$ cat src/include/exe_defines.svh
`ifndef EXE_DEFINES_SVH
`define EXE_DEFINES_SVH

// datapath widths
`define EXE_WORD_W       32
`define EXE_REG_ADDR_W   5
`define EXE_IMM_W        16
`define EXE_EXCODE_W     5
`define EXE_BYTE_EN_W    4

// exception codes
`define EXE_EXCODE_ADEL  5'd4
`define EXE_EXCODE_ADES  5'd5
`define EXE_EXCODE_OV    5'd12

// store byte enable patterns
`define EXE_BE_NONE      4'b0000
`define EXE_BE_WORD      4'b1111
`define EXE_BE_HALF_LO   4'b0011
`define EXE_BE_HALF_HI   4'b1100
// shifted left by the byte offset
`define EXE_BE_BYTE0     4'b0001

`endif

$ cat src/source/exe_pkg.sv
`include "exe_defines.svh"

package exe_pkg;

    typedef logic [`EXE_WORD_W-1:0]     word_t;
    typedef logic [`EXE_REG_ADDR_W-1:0] reg_addr_t;
    typedef logic [`EXE_IMM_W-1:0]      imm_t;
    typedef logic [`EXE_EXCODE_W-1:0]   excode_t;
    typedef logic [`EXE_BYTE_EN_W-1:0]  byte_en_t;
    typedef logic [1:0]                 sram_size_t;

    // transfer size encodings on the data bus
    localparam sram_size_t sram_size_byte = 2'd0;
    localparam sram_size_t sram_size_half = 2'd1;
    localparam sram_size_t sram_size_word = 2'd2;

    typedef enum logic [3:0] {
        alu_add, alu_sub, alu_slt, alu_sltu,
        alu_and, alu_or, alu_xor, alu_nor,
        alu_sll, alu_srl, alu_sra, alu_lui
    } alu_op_t;

    typedef enum logic [2:0] {
        mem_none, mem_load_word, mem_load_half, mem_load_byte,
        mem_store_word, mem_store_half, mem_store_byte
    } mem_op_t;

endpackage

$ cat src/source/exe_stage_reg.sv
`timescale 1ns/1ps

module exe_stage_reg (
    input  logic                clk,
    input  logic                reset,
    input  logic                flush,
    input  logic                ds_valid,
    input  exe_pkg::alu_op_t    ds_alu_op,
    input  exe_pkg::mem_op_t    ds_mem_op,
    input  logic                ds_signed,
    input  logic                ds_src2_is_imm,
    input  logic                ds_imm_signed,
    input  exe_pkg::word_t      ds_rs_value,
    input  exe_pkg::word_t      ds_rt_value,
    input  exe_pkg::imm_t       ds_imm,
    input  exe_pkg::reg_addr_t  ds_dest,
    input  exe_pkg::word_t      ds_pc,
    input  logic                ds_ex,
    input  exe_pkg::excode_t    ds_excode,
    input  logic                ready_go,
    input  logic                ms_allowin,
    output logic                ds_allowin,
    output logic                valid,
    output exe_pkg::alu_op_t    alu_op,
    output exe_pkg::mem_op_t    mem_op,
    output logic                signed_op,
    output logic                src2_is_imm,
    output logic                imm_signed,
    output exe_pkg::word_t      rs_value,
    output exe_pkg::word_t      rt_value,
    output exe_pkg::imm_t       imm,
    output exe_pkg::reg_addr_t  dest,
    output exe_pkg::word_t      pc,
    output logic                ex_in,
    output exe_pkg::excode_t    excode_in
);

    // empty, or the held instruction moves on this cycle
    assign ds_allowin = !valid || (ready_go && ms_allowin);

    always_ff @(posedge clk) begin
        if (reset || flush) begin
            valid <= 1'b0;
        end else if (ds_allowin) begin
            valid <= ds_valid;
        end
    end

    always_ff @(posedge clk) begin
        if (ds_valid && ds_allowin) begin
            alu_op      <= ds_alu_op;
            mem_op      <= ds_mem_op;
            signed_op   <= ds_signed;
            src2_is_imm <= ds_src2_is_imm;
            imm_signed  <= ds_imm_signed;
            rs_value    <= ds_rs_value;
            rt_value    <= ds_rt_value;
            imm         <= ds_imm;
            dest        <= ds_dest;
            pc          <= ds_pc;
            ex_in       <= ds_ex;
            excode_in   <= ds_excode;
        end
    end

endmodule

$ cat src/source/exe_alu.sv
`timescale 1ns/1ps
`include "exe_defines.svh"

module exe_alu (
    input  exe_pkg::alu_op_t  alu_op,
    input  logic              signed_op,
    input  logic              src2_is_imm,
    input  logic              imm_signed,
    input  exe_pkg::word_t    rs_value,
    input  exe_pkg::word_t    rt_value,
    input  exe_pkg::imm_t     imm,
    output exe_pkg::word_t    alu_result,
    output logic              overflow
);

    localparam int shamt_w = $clog2(`EXE_WORD_W);
    localparam int ext_w   = `EXE_WORD_W - `EXE_IMM_W;

    exe_pkg::word_t     src1;
    exe_pkg::word_t     src2;
    exe_pkg::word_t     imm_ext;
    exe_pkg::word_t     sum;
    exe_pkg::word_t     diff;
    logic [shamt_w-1:0] shamt;
    logic               add_ovf;
    logic               sub_ovf;

    assign imm_ext = imm_signed ? {{ext_w{imm[`EXE_IMM_W-1]}}, imm}
                                : {{ext_w{1'b0}}, imm};

    assign src1  = rs_value;
    assign src2  = src2_is_imm ? imm_ext : rt_value;
    assign shamt = src1[shamt_w-1:0];

    assign sum  = src1 + src2;
    assign diff = src1 - src2;

    // signed overflow from the operand and result sign bits
    assign add_ovf = (src1[`EXE_WORD_W-1] == src2[`EXE_WORD_W-1])
                  && (sum[`EXE_WORD_W-1] != src1[`EXE_WORD_W-1]);
    assign sub_ovf = (src1[`EXE_WORD_W-1] != src2[`EXE_WORD_W-1])
                  && (diff[`EXE_WORD_W-1] != src1[`EXE_WORD_W-1]);

    always_comb begin
        case (alu_op)
            exe_pkg::alu_add:  alu_result = sum;
            exe_pkg::alu_sub:  alu_result = diff;
            exe_pkg::alu_slt:  alu_result = {{(`EXE_WORD_W-1){1'b0}},
                                             $signed(src1) < $signed(src2)};
            exe_pkg::alu_sltu: alu_result = {{(`EXE_WORD_W-1){1'b0}}, src1 < src2};
            exe_pkg::alu_and:  alu_result = src1 & src2;
            exe_pkg::alu_or:   alu_result = src1 | src2;
            exe_pkg::alu_xor:  alu_result = src1 ^ src2;
            exe_pkg::alu_nor:  alu_result = ~(src1 | src2);
            exe_pkg::alu_sll:  alu_result = src2 << shamt;
            exe_pkg::alu_srl:  alu_result = src2 >> shamt;
            exe_pkg::alu_sra:  alu_result = $signed(src2) >>> shamt;
            exe_pkg::alu_lui:  alu_result = {imm, {ext_w{1'b0}}};
            default:           alu_result = sum;
        endcase
    end

    // unsigned add and sub never trap
    always_comb begin
        overflow = 1'b0;
        if (signed_op) begin
            if (alu_op == exe_pkg::alu_add) begin
                overflow = add_ovf;
            end else if (alu_op == exe_pkg::alu_sub) begin
                overflow = sub_ovf;
            end
        end
    end

endmodule

$ cat src/source/exe_mem_request.sv
`timescale 1ns/1ps
`include "exe_defines.svh"

module exe_mem_request (
    input  logic                  clk,
    input  logic                  reset,
    input  logic                  flush,
    input  logic                  valid,
    input  exe_pkg::mem_op_t      mem_op,
    input  exe_pkg::word_t        alu_result,
    input  logic                  overflow,
    input  exe_pkg::word_t        rt_value,
    input  exe_pkg::reg_addr_t    dest,
    input  exe_pkg::word_t        pc,
    input  logic                  ex_in,
    input  exe_pkg::excode_t      excode_in,
    input  logic                  ms_allowin,
    input  logic                  data_sram_addr_ok,
    output logic                  ready_go,
    output logic                  ms_valid,
    output exe_pkg::word_t        ms_alu_result,
    output exe_pkg::reg_addr_t    ms_dest,
    output exe_pkg::mem_op_t      ms_mem_op,
    output exe_pkg::word_t        ms_pc,
    output logic                  ms_ex,
    output exe_pkg::excode_t      ms_excode,
    output logic                  data_sram_en,
    output exe_pkg::byte_en_t     data_sram_wen,
    output exe_pkg::sram_size_t   data_sram_size,
    output exe_pkg::word_t        data_sram_addr,
    output exe_pkg::word_t        data_sram_wdata
);

    logic               is_load;
    logic               is_store;
    logic               misaligned;
    logic               accepted;
    logic               addr_ok_r;
    logic               leave;
    exe_pkg::byte_en_t  store_be;

    assign is_load  = mem_op inside {exe_pkg::mem_load_word, exe_pkg::mem_load_half,
                                     exe_pkg::mem_load_byte};
    assign is_store = mem_op inside {exe_pkg::mem_store_word, exe_pkg::mem_store_half,
                                     exe_pkg::mem_store_byte};

    // byte accesses are always aligned
    assign misaligned = ((mem_op == exe_pkg::mem_load_word
                          || mem_op == exe_pkg::mem_store_word) && |alu_result[1:0])
                     || ((mem_op == exe_pkg::mem_load_half
                          || mem_op == exe_pkg::mem_store_half) && alu_result[0]);

    always_comb begin
        ms_ex     = 1'b1;
        ms_excode = excode_in;
        if (ex_in) begin
            ms_excode = excode_in;
        end else if (is_load && misaligned) begin
            ms_excode = `EXE_EXCODE_ADEL;
        end else if (is_store && misaligned) begin
            ms_excode = `EXE_EXCODE_ADES;
        end else if (overflow) begin
            ms_excode = `EXE_EXCODE_OV;
        end else begin
            ms_ex     = 1'b0;
            ms_excode = '0;
        end
    end

    assign data_sram_en = valid && (is_load || is_store) && !ms_ex && !flush && !addr_ok_r;
    assign accepted     = data_sram_en && data_sram_addr_ok;

    assign ready_go = !(is_load || is_store) || ms_ex || accepted || addr_ok_r;
    assign ms_valid = valid && ready_go && !flush;
    assign leave    = ms_valid && ms_allowin;

    // address taken but memory stage not ready yet
    always_ff @(posedge clk) begin
        if (reset || flush || leave) begin
            addr_ok_r <= 1'b0;
        end else if (accepted) begin
            addr_ok_r <= 1'b1;
        end
    end

    always_comb begin
        data_sram_size  = exe_pkg::sram_size_word;
        store_be        = `EXE_BE_NONE;
        data_sram_wdata = rt_value;
        case (mem_op)
            exe_pkg::mem_load_half: data_sram_size = exe_pkg::sram_size_half;
            exe_pkg::mem_load_byte: data_sram_size = exe_pkg::sram_size_byte;
            exe_pkg::mem_store_word: store_be = `EXE_BE_WORD;
            exe_pkg::mem_store_half: begin
                data_sram_size  = exe_pkg::sram_size_half;
                store_be        = alu_result[1] ? `EXE_BE_HALF_HI : `EXE_BE_HALF_LO;
                data_sram_wdata = {2{rt_value[15:0]}};
            end
            exe_pkg::mem_store_byte: begin
                data_sram_size  = exe_pkg::sram_size_byte;
                store_be        = `EXE_BE_BYTE0 << alu_result[1:0];
                data_sram_wdata = {4{rt_value[7:0]}};
            end
            default: ;
        endcase
    end

    // no write strobes unless a request is actually going out
    assign data_sram_wen  = data_sram_en ? store_be : `EXE_BE_NONE;
    assign data_sram_addr = alu_result;

    assign ms_alu_result = alu_result;
    assign ms_dest       = dest;
    assign ms_mem_op     = mem_op;
    assign ms_pc         = pc;

endmodule

$ cat src/source/exe_core.sv
`timescale 1ns/1ps

module exe_core (
    input  logic                  clk,
    input  logic                  reset,
    input  logic                  flush,
    input  logic                  ds_valid,
    input  exe_pkg::alu_op_t      ds_alu_op,
    input  exe_pkg::mem_op_t      ds_mem_op,
    input  logic                  ds_signed,
    input  logic                  ds_src2_is_imm,
    input  logic                  ds_imm_signed,
    input  exe_pkg::word_t        ds_rs_value,
    input  exe_pkg::word_t        ds_rt_value,
    input  exe_pkg::imm_t         ds_imm,
    input  exe_pkg::reg_addr_t    ds_dest,
    input  exe_pkg::word_t        ds_pc,
    input  logic                  ds_ex,
    input  exe_pkg::excode_t      ds_excode,
    output logic                  ds_allowin,
    output logic                  ms_valid,
    output exe_pkg::word_t        ms_alu_result,
    output exe_pkg::reg_addr_t    ms_dest,
    output exe_pkg::mem_op_t      ms_mem_op,
    output exe_pkg::word_t        ms_pc,
    output logic                  ms_ex,
    output exe_pkg::excode_t      ms_excode,
    input  logic                  ms_allowin,
    output logic                  data_sram_en,
    output exe_pkg::byte_en_t     data_sram_wen,
    output exe_pkg::sram_size_t   data_sram_size,
    output exe_pkg::word_t        data_sram_addr,
    output exe_pkg::word_t        data_sram_wdata,
    input  logic                  data_sram_addr_ok
);

    logic                valid;
    logic                ready_go;
    exe_pkg::alu_op_t    alu_op;
    exe_pkg::mem_op_t    mem_op;
    logic                signed_op;
    logic                src2_is_imm;
    logic                imm_signed;
    exe_pkg::word_t      rs_value;
    exe_pkg::word_t      rt_value;
    exe_pkg::imm_t       imm;
    exe_pkg::reg_addr_t  dest;
    exe_pkg::word_t      pc;
    logic                ex_in;
    exe_pkg::excode_t    excode_in;
    exe_pkg::word_t      alu_result;
    logic                overflow;

    exe_stage_reg i_exe_stage_reg (
        .clk            (clk),
        .reset          (reset),
        .flush          (flush),
        .ds_valid       (ds_valid),
        .ds_alu_op      (ds_alu_op),
        .ds_mem_op      (ds_mem_op),
        .ds_signed      (ds_signed),
        .ds_src2_is_imm (ds_src2_is_imm),
        .ds_imm_signed  (ds_imm_signed),
        .ds_rs_value    (ds_rs_value),
        .ds_rt_value    (ds_rt_value),
        .ds_imm         (ds_imm),
        .ds_dest        (ds_dest),
        .ds_pc          (ds_pc),
        .ds_ex          (ds_ex),
        .ds_excode      (ds_excode),
        .ready_go       (ready_go),
        .ms_allowin     (ms_allowin),
        .ds_allowin     (ds_allowin),
        .valid          (valid),
        .alu_op         (alu_op),
        .mem_op         (mem_op),
        .signed_op      (signed_op),
        .src2_is_imm    (src2_is_imm),
        .imm_signed     (imm_signed),
        .rs_value       (rs_value),
        .rt_value       (rt_value),
        .imm            (imm),
        .dest           (dest),
        .pc             (pc),
        .ex_in          (ex_in),
        .excode_in      (excode_in)
    );

    exe_alu i_exe_alu (
        .alu_op      (alu_op),
        .signed_op   (signed_op),
        .src2_is_imm (src2_is_imm),
        .imm_signed  (imm_signed),
        .rs_value    (rs_value),
        .rt_value    (rt_value),
        .imm         (imm),
        .alu_result  (alu_result),
        .overflow    (overflow)
    );

    exe_mem_request i_exe_mem_request (
        .clk               (clk),
        .reset             (reset),
        .flush             (flush),
        .valid             (valid),
        .mem_op            (mem_op),
        .alu_result        (alu_result),
        .overflow          (overflow),
        .rt_value          (rt_value),
        .dest              (dest),
        .pc                (pc),
        .ex_in             (ex_in),
        .excode_in         (excode_in),
        .ms_allowin        (ms_allowin),
        .data_sram_addr_ok (data_sram_addr_ok),
        .ready_go          (ready_go),
        .ms_valid          (ms_valid),
        .ms_alu_result     (ms_alu_result),
        .ms_dest           (ms_dest),
        .ms_mem_op         (ms_mem_op),
        .ms_pc             (ms_pc),
        .ms_ex             (ms_ex),
        .ms_excode         (ms_excode),
        .data_sram_en      (data_sram_en),
        .data_sram_wen     (data_sram_wen),
        .data_sram_size    (data_sram_size),
        .data_sram_addr    (data_sram_addr),
        .data_sram_wdata   (data_sram_wdata)
    );

endmodule

$ cat config.mk
export PLATFORM = sky130hd
export DESIGN_NAME = exe_core
export DESIGN_NICKNAME = d
export VERILOG_FILES = /design/src/source/exe_pkg.sv /design/src/source/exe_stage_reg.sv /design/src/source/exe_alu.sv /design/src/source/exe_mem_request.sv /design/src/source/exe_core.sv
export VERILOG_INCLUDE_DIRS = /design/src /design/src/include
export SDC_FILE = /design/constraint.sdc
export NUM_CORES = 1
export LEC_CHECK = 0
export ABC_AREA = 1
export BUFFER_PORTS_ARGS = -buffer_cell sky130_fd_sc_hd__clkbuf_2
export CELL_PAD_IN_SITES_DETAIL_PLACEMENT = 1
export CELL_PAD_IN_SITES_GLOBAL_PLACEMENT = 1
export CORE_ASPECT_RATIO = 2
export CORE_MARGIN = 2
export CORE_UTILIZATION = 41
export DETAILED_ROUTE_END_ITERATION = 8
export PLACE_DENSITY = 0.81
export SYNTH_ARGS = -nofsm -noshare
export SYNTH_HDL_FRONTEND = slang
export SYNTH_SLANG_ARGS = --single-unit
export TNS_END_PERCENT = 100
$ cat constraint.sdc
create_clock -name clk -period 11.2 [get_ports clk]
set_input_delay 0.56 -clock clk [delete_from_list [all_inputs] [get_ports clk]]
set_output_delay 0.56 -clock clk [all_outputs]
set_load 0.1 [all_outputs]
**After elaboration in Yosys (flattened, before gate mapping)**

Cells that the tools add are included.

- Register bits after elaboration: 135
- Output and inout port bits: 151
- Logic and storage cells: 103
- Input bits: 139

- Bitwise gates (word level): 4
- Eq/ne operators: 21
- Shifts and indexed selects: 4
- Order comparisons: 2
- Add/subtract/negate cells: 2
- Multiplexer cells: 19
- Reduce and logical (&&, ||, !) cells: 37

Operators by type and width:

| cell | count |
|---|---|
| $pmux 32 s11 | 1 |
| $lt 32x32->1 | 2 |
| $mux 32 | 2 |
| $pmux 32 s2 | 1 |
| $add 32x32->32 | 1 |
| $and 32x32->32 | 1 |
| $not 32->32 | 1 |
| $or 32x32->32 | 1 |
| $shl 32x5->32 | 1 |
| $shr 32x5->32 | 1 |
| $sshr 32x5->32 | 1 |
| $sub 32x32->32 | 1 |
| $xor 32x32->32 | 1 |
| $eq 4x3->1 const B | 4 |
| $eq 4x4->1 const B | 4 |
| $logic_and 1x1->1 | 16 |
| $mux 5 | 3 |
| $mux 4 | 3 |
| $pmux 4 s3 | 1 |
| $logic_or 1x1->1 | 10 |
| $eq 3x3->1 const B | 3 |
| $eq 4x2->1 const B | 2 |
| $mux 1 | 7 |
| $eq 3x2->1 const B | 2 |
| 10 further kinds | 19 |

**Longest topological paths before layout**

- Word-level depth: 23
- Gate-level depth with buffers: 28
- Depth with buffers taken out: 26

**Cells and area by module**

From an unflattened synthesis, not the netlist that was laid out.

- Cell total of the unflattened synthesis: 2,509
- Area total of the unflattened synthesis: 16,188.0 sq um

By module, submodules not included:

| module | instances | area an instance (sq um) | seq. area each (sq um) | cells an instance |
|---|---|---|---|---|
| exe_alu | 1 | 10,571.4 | 0.0 | 2,119 |
| exe_stage_reg | 1 | 4,045.1 | 4,013.8 | 140 |
| exe_mem_request | 1 | 1,571.5 | 20.0 | 250 |

**Worst setup path before layout**

No wires, ideal clock.

- Path kind: register -> register
- From: register i_exe_stage_reg.rs_value[2]
- To: register i_exe_stage_reg.alu_op[0], enable pin
- Setup time: 0.669 ns
- Path slack: 0.926 ns
- Clock period less this slack: 10.274 ns
- Required time: 10.531 ns
- Buffers on the path: 4
- Arrival time: 9.605 ns
- Cell stages (with the launch flop): 22
- Path through: edfxtp_1 buf_4 inv_1 buf_2 buf_1 clkbuf_1 ha_1 a21oi_1 nand2_1 a21oi_1 o21ai_2 nand3_1 nand2_1 nand2_1 nand3_1 nand3_1 nand3_1 o2111ai_2 a21oi_2 nand2_1 nand2_2 a21oi_1

- Word-level cells in the longest chain between the ends: 20
- Elaborated cells between the ends (all ways): 36
- Classes of those cells: add/sub: 2; order compare: 2; eq/ne: 2; shift: 3; mux: 8; reduce/logical: 19

Ends and longest elaborated chain:

| element | line | source |
|---|---|---|
| start, declared | exe_stage_reg.sv:29 | `output exe_pkg::word_t rs_value,` |
| start signal, assigned | exe_stage_reg.sv:56 | `rs_value <= ds_rs_value;` |
| $sub 32x32->32 | exe_alu.sv:36 | `assign diff = src1 - src2;` |
| $ne 1x1->1 | exe_alu.sv:42 | `` && (diff[`EXE_WORD_W-1] != src1[`EXE_WORD_W-1]); `` |
| $logic_and 1x1->1 | exe_alu.sv:41 | `` assign sub_ovf = (src1[`EXE_WORD_W-1] != src2[`EXE_WORD_W-1]) `` |
| $mux 1 | exe_alu.sv:69 | `end else if (alu_op == exe_pkg::alu_sub) begin` |
| $mux 1 | exe_alu.sv:67 | `if (alu_op == exe_pkg::alu_add) begin` |
| $mux 1 | exe_alu.sv:66 | `if (signed_op) begin` |
| $mux 1 | exe_mem_request.sv:62 | `end else if (overflow) begin` |
| $mux 1 | exe_mem_request.sv:60 | `end else if (is_store && misaligned) begin` |
| $mux 1 (*) | exe_mem_request.sv:58 | `end else if (is_load && misaligned) begin` |
| $mux 1 (*) | exe_mem_request.sv:56 | `if (ex_in) begin` |
| $logic_not 1->1 | exe_mem_request.sv:70 | `assign data_sram_en = valid && (is_load \|\| is_store) && !ms_ex && !flush && !addr_ok_r;` |
| $logic_and 1x1->1 (3 in series) | exe_mem_request.sv:70 |  |
| $logic_and 1x1->1 | exe_mem_request.sv:71 | `assign accepted = data_sram_en && data_sram_addr_ok;` |
| $logic_or 1x1->1 (*) (2 in series) | exe_mem_request.sv:73 | `assign ready_go = !(is_load \|\| is_store) \|\| ms_ex \|\| accepted \|\| addr_ok_r;` |
| $logic_and 1x1->1 (*) | exe_stage_reg.sv:39 | `assign ds_allowin = !valid \|\| (ready_go && ms_allowin);` |
| $logic_or 1x1->1 (*) | exe_stage_reg.sv:39 |  |
| $logic_and 1x1->1 (*) | exe_stage_reg.sv:50 | `if (ds_valid && ds_allowin) begin` |
| end signal, assigned | exe_stage_reg.sv:51 | `alu_op <= ds_alu_op;` |
| end, declared | exe_stage_reg.sv:24 | `output exe_pkg::alu_op_t alu_op,` |

Every way passes the cells marked *; elsewhere a longest branch is shown, timed or not.
A chain may end at the register's enable or synchronous reset.

**Final worst setup path**

- From: register i_exe_stage_reg.rs_value[0]
- To: register i_exe_stage_reg.imm[5], enable pin

- Word-level cells in the longest chain between the ends: 20
- Elaborated cells between the ends (all ways): 40
- Classes of those cells: add/sub: 2; order compare: 2; eq/ne: 2; shift: 3; mux: 8; bitwise: 4; reduce/logical: 19

Ends and longest elaborated chain:

| element | line | source |
|---|---|---|
| $sub 32x32->32 or $or 32x32->32 (tied branches) | exe_alu.sv:36, exe_alu.sv:52, exe_alu.sv:54 |  |
| $ne 1x1->1 or $not 32->32 (tied branches) | exe_alu.sv:42, exe_alu.sv:54 |  |
| $logic_and 1x1->1 or $pmux 32 s11 (tied branches) | exe_alu.sv:41, exe_alu.sv:45 |  |
| $mux 1 or $reduce_or 2->1 (tied branches) | exe_alu.sv:69, exe_mem_request.sv:49 |  |
| $mux 1 or $logic_and 1x1->1 (tied branches) | exe_alu.sv:67, exe_mem_request.sv:49 |  |
| $mux 1 or $logic_or 1x1->1 (tied branches) | exe_alu.sv:66, exe_mem_request.sv:50 |  |
| $mux 1 or $logic_and 1x1->1 (tied branches) | exe_mem_request.sv:62, exe_mem_request.sv:60 |  |
| $mux 1 | exe_mem_request.sv:60 |  |
| $mux 1 (*) | exe_mem_request.sv:58 |  |
| $mux 1 (*) | exe_mem_request.sv:56 |  |
| $logic_not 1->1 | exe_mem_request.sv:70 |  |
| $logic_and 1x1->1 (3 in series) | exe_mem_request.sv:70 |  |
| $logic_and 1x1->1 | exe_mem_request.sv:71 |  |
| $logic_or 1x1->1 (*) (2 in series) | exe_mem_request.sv:73 |  |
| $logic_and 1x1->1 (*) | exe_stage_reg.sv:39 |  |
| $logic_or 1x1->1 (*) | exe_stage_reg.sv:39 |  |
| $logic_and 1x1->1 (*) | exe_stage_reg.sv:50 |  |
| end signal, assigned | exe_stage_reg.sv:58 | `imm <= ds_imm;` |
| end, declared | exe_stage_reg.sv:31 | `output exe_pkg::imm_t imm,` |

Marks and branches as above.

==> results.yml <==
yosys:
  yosys_warnings: 0
  async_reset_ff_share_pct: 0
  syn_area_per_cell_sq_um: 7.044
  synth_edf_count: 133
  synth.distinct_cells: 71
  postSynthCellCount: 2029
  synth_ff_type: "edfxtp_1"
  ys_ff_latch: 135
  synth_area_sq_um: 14290
  seq_area_frac_synth_pct: 28.22
  synth_nets: 2270
placed_design:
  dp_hpwl_um: 56810
  dp_slack_ns: 5.145
  gp_congestion: 1.080
  io_buffers: 289
layout:
  nets: 2462
  area_growth_syn_to_layout_pct: 14.32
  final_core_util_pct: 47.56
  drive_gt1_share_pct: 21.17
critical_path:
  cp-end-kind: "flop"
  critPathMaxFanout: 71
  setup.worst_path.start_class: "flop"
  rr_worst_depth: 26
  critPathArrivalTime_ns: 6.25
  reg2reg_setup_slack_ns: 5.03
  crit_type: "reg2reg"
  required_ns: 11.28
floorplan:
  die_x_um: 136.0
  start_util_pct: 41.60
  pin_count: 290
  dieHeight_um: 268.0
  dieArea_sq_um: 36460
  fp-row-count: 96
  core_area_sq_um: 34350
clocking:
  cts_root_buf: "clkbuf_16"
  cts_tree: "yes"
  cts-buffers-inserted: 17
  clk_latency_ns: 0.47
  cts_hold_buffers: 0
  h-tree-depth: 4
  cts_setup_buffers: 0
  post_cts_resized: 0
  cts_buffer_depth: 2
  clk_pin_slew_ns: 0.08
  cts.sinks: 135
detailed_routing:
  drc: 0
  vias: 16040
  routed_wl_um: 72720
  drt_first_pass_iters: 5
  met1_length_um: 22980
  top_layer: "met4"
  wl_met3_um: 4564
  vias_per_cell: 5.990
  postRouteAntennaNets: 0
  wl_met2_um: 35650
  routedWlPerCell_um: 27.16
  drtIter0Drc: 1062
sta:
  setup_ws_ns: 5.029
  layout_min_cycle_time_ns: 6.171
  hold_ws_ns: 0.2576
  finalMaxSlewViolations: 0
  worst_slew_pin_slew_ns: 1.277
  setup_viol: 0
  hold_viol: 0
  relSlewSlack_pct: 14.00
  period_share_pct: 55.10
  max_freq_mhz: 162.0
  setup-tns-final_ns: 0
  clock_skew_ns: 0.02240
  rsz0062_at_grt: "no"
power:
  ir_worst_vdd_v: 0.0001841
  p_per_area_nw_per_um2: 158.6
  leakage_nw: 7.762
grt:
  grt_pass1_vias: 16810
  antenna_found_initial: 4
  grt_max_degree: 72
  grt_pass1_wl_um: 104200
  grt_overflow: 0
  grtUsageTotal_pct: 39.60
worst_hold_path:
  min_path_cells: 1
  min_path_type: "in2reg"
flow_run:
  max-cap-violations: 0
status:
  status: "finished clean"
-- per-layer routing --
layer | vias to the layer above | GRT usage [%]
met5 | - | 0
met4 | 0 | 43.05
met3 | 343 | 8.206
met2 | 757 | 67.85
met1 | 7703 | 36.61
li1 | 7239 | -
-- cell usage after synthesis (8+ instances only) --
library cell  instances  area, sq um
nand3_1             167        835.8
a21o_1                8        60.06
o211ai_1             24        180.2
inv_2                 9        33.78
nor2_1              129        484.2
nand3_2              15        150.1
a21oi_1             118        590.6
o21bai_1             14        105.1
o21ai_0             205         1026
buf_1                16        60.06
clkbuf_1             42        157.7
edfxtp_1            133         3994
a221oi_1             10        87.58
nand2_4               8        90.09
a31oi_1              28        175.2
buf_2                32        160.2
o22ai_1              27        168.9
nand4_1               8        50.05
inv_1               239        897.1
ha_1                100         1251
a211oi_1              8        60.06
or2_2                11        68.82
nand2_2              38        237.7
nand2_1             439         1648
buf_4                43        322.8
nor3_1               14        70.07
xor2_1               17        148.9
-- per-stage QoR --
| step | std cells | power, mW | instance area (sq um) |
|---|---|---|---|
| after floorplan | 2029 | 1.695 | 14290 |
| after global placement | 2643 | 1.950 | 15720 |
| after detailed placement | 2643 | 1.969 | 15720 |
| after CTS | 2675 | 2.579 | 16330 |
| after global routing | 2678 | 2.675 | 16340 |
| final | 2678 | 2.591 | 16340 |
-- critical path, cell delays in order (launching register included) --
cell and delay [ns]:
edfxtp_1 0.36, buf_4 0.29, inv_2 0.62, ha_1 0.35, inv_1 0.08, fa_1 0.41, nand2_1 0.10, nand2_1 0.11
nand4_1 0.09, nand2_1 0.14, nand2_1 0.14, nand2_1 0.15, nand2_1 0.21, nand2_1 0.07, nand2_1 0.06, nand3_1 0.08
nand4_2 0.13, nand3_1 0.11, nand2_1 0.11, nand2_2 0.07, o2111ai_2 0.10, a21oi_2 0.07, nand2_1 0.08, nand2_2 0.07
a21oi_4 0.11, buf_4 0.70, buf_4 0.85
-- path summary, 6_finish.rpt --
| check | start | end |
|---|---|---|
| hold reg to reg | i_exe_stage_reg.valid | i_exe_stage_reg.valid |
| setup / recovery | i_exe_stage_reg.rs_value[0] | i_exe_stage_reg.imm[5] |
| setup reg to reg | i_exe_stage_reg.rs_value[0] | i_exe_stage_reg.imm[5] |
| hold / removal | ds_rs_value[12] | i_exe_stage_reg.rs_value[12] |
-- sequential cells by signal, indices dropped and copies added, names as in the netlist --
register                     count
i_exe_stage_reg.signed_op        1
i_exe_stage_reg.alu_op           4
i_exe_stage_reg.imm             16
i_exe_stage_reg.rt_value        32
i_exe_stage_reg.mem_op           3
i_exe_stage_reg.rs_value        32
i_exe_stage_reg.excode_in        5
i_exe_mem_request.addr_ok_r      1
i_exe_stage_reg.dest             5
i_exe_stage_reg.ex_in            1
i_exe_stage_reg.imm_signed       1
i_exe_stage_reg.valid            1
i_exe_stage_reg.src2_is_imm      1
i_exe_stage_reg.pc              32
-- placed cells by master, fill, tap and decap left out, drive strengths merged, types with 7 or more instances in the layout --
cell,instances
xor2,17
or2,12
a21oi,122
ha,100
inv,257
nor3,15
a21o,8
o21ai,218
buf,25
and2,14
o22ai,27
a211oi,8
clkbuf,306
o21bai,14
nor2,133
mux2i,7
nand4,9
o211ai,25
a221oi,10
edfxtp,133
nand3,182
a31oi,28
o2111ai,8
o32ai,7
nand2,487
-- logic make-up after synthesis --
group | Yosys count | synth area share, %
simple gates | 858 | 27.18
xor+xnor | 18 | 1.103
mux | 10 | 0.7266
flops | 135 | 28.22
buf+inv | 392 | 12.15
fa+ha+maj | 102 | 9.034
compound gates | 514 | 21.58
-- area by class of cell --
cell class	instances	area [sq um]
Sequential cell	135	4034
Antenna cell	3	7.507
Clock inverter	15	185.2
Inverter	251	949.7
Fill cell	4536	18010
Clock buffer	17	425.4
Timing Repair Buffer	314	1634
Tap cell	441	551.8
Multi-Input combinational cell	1502	8552
-- report_power, final --
group | switching, mW | leakage, nW | internal (mW)
logic | 1.11 | 6.16 | 0.252
clock network | 0.288 | 0.293 | 0.321
registers | 0.0278 | 1.31 | 0.592
No activity file was read; power rests on OpenSTA's default activity.
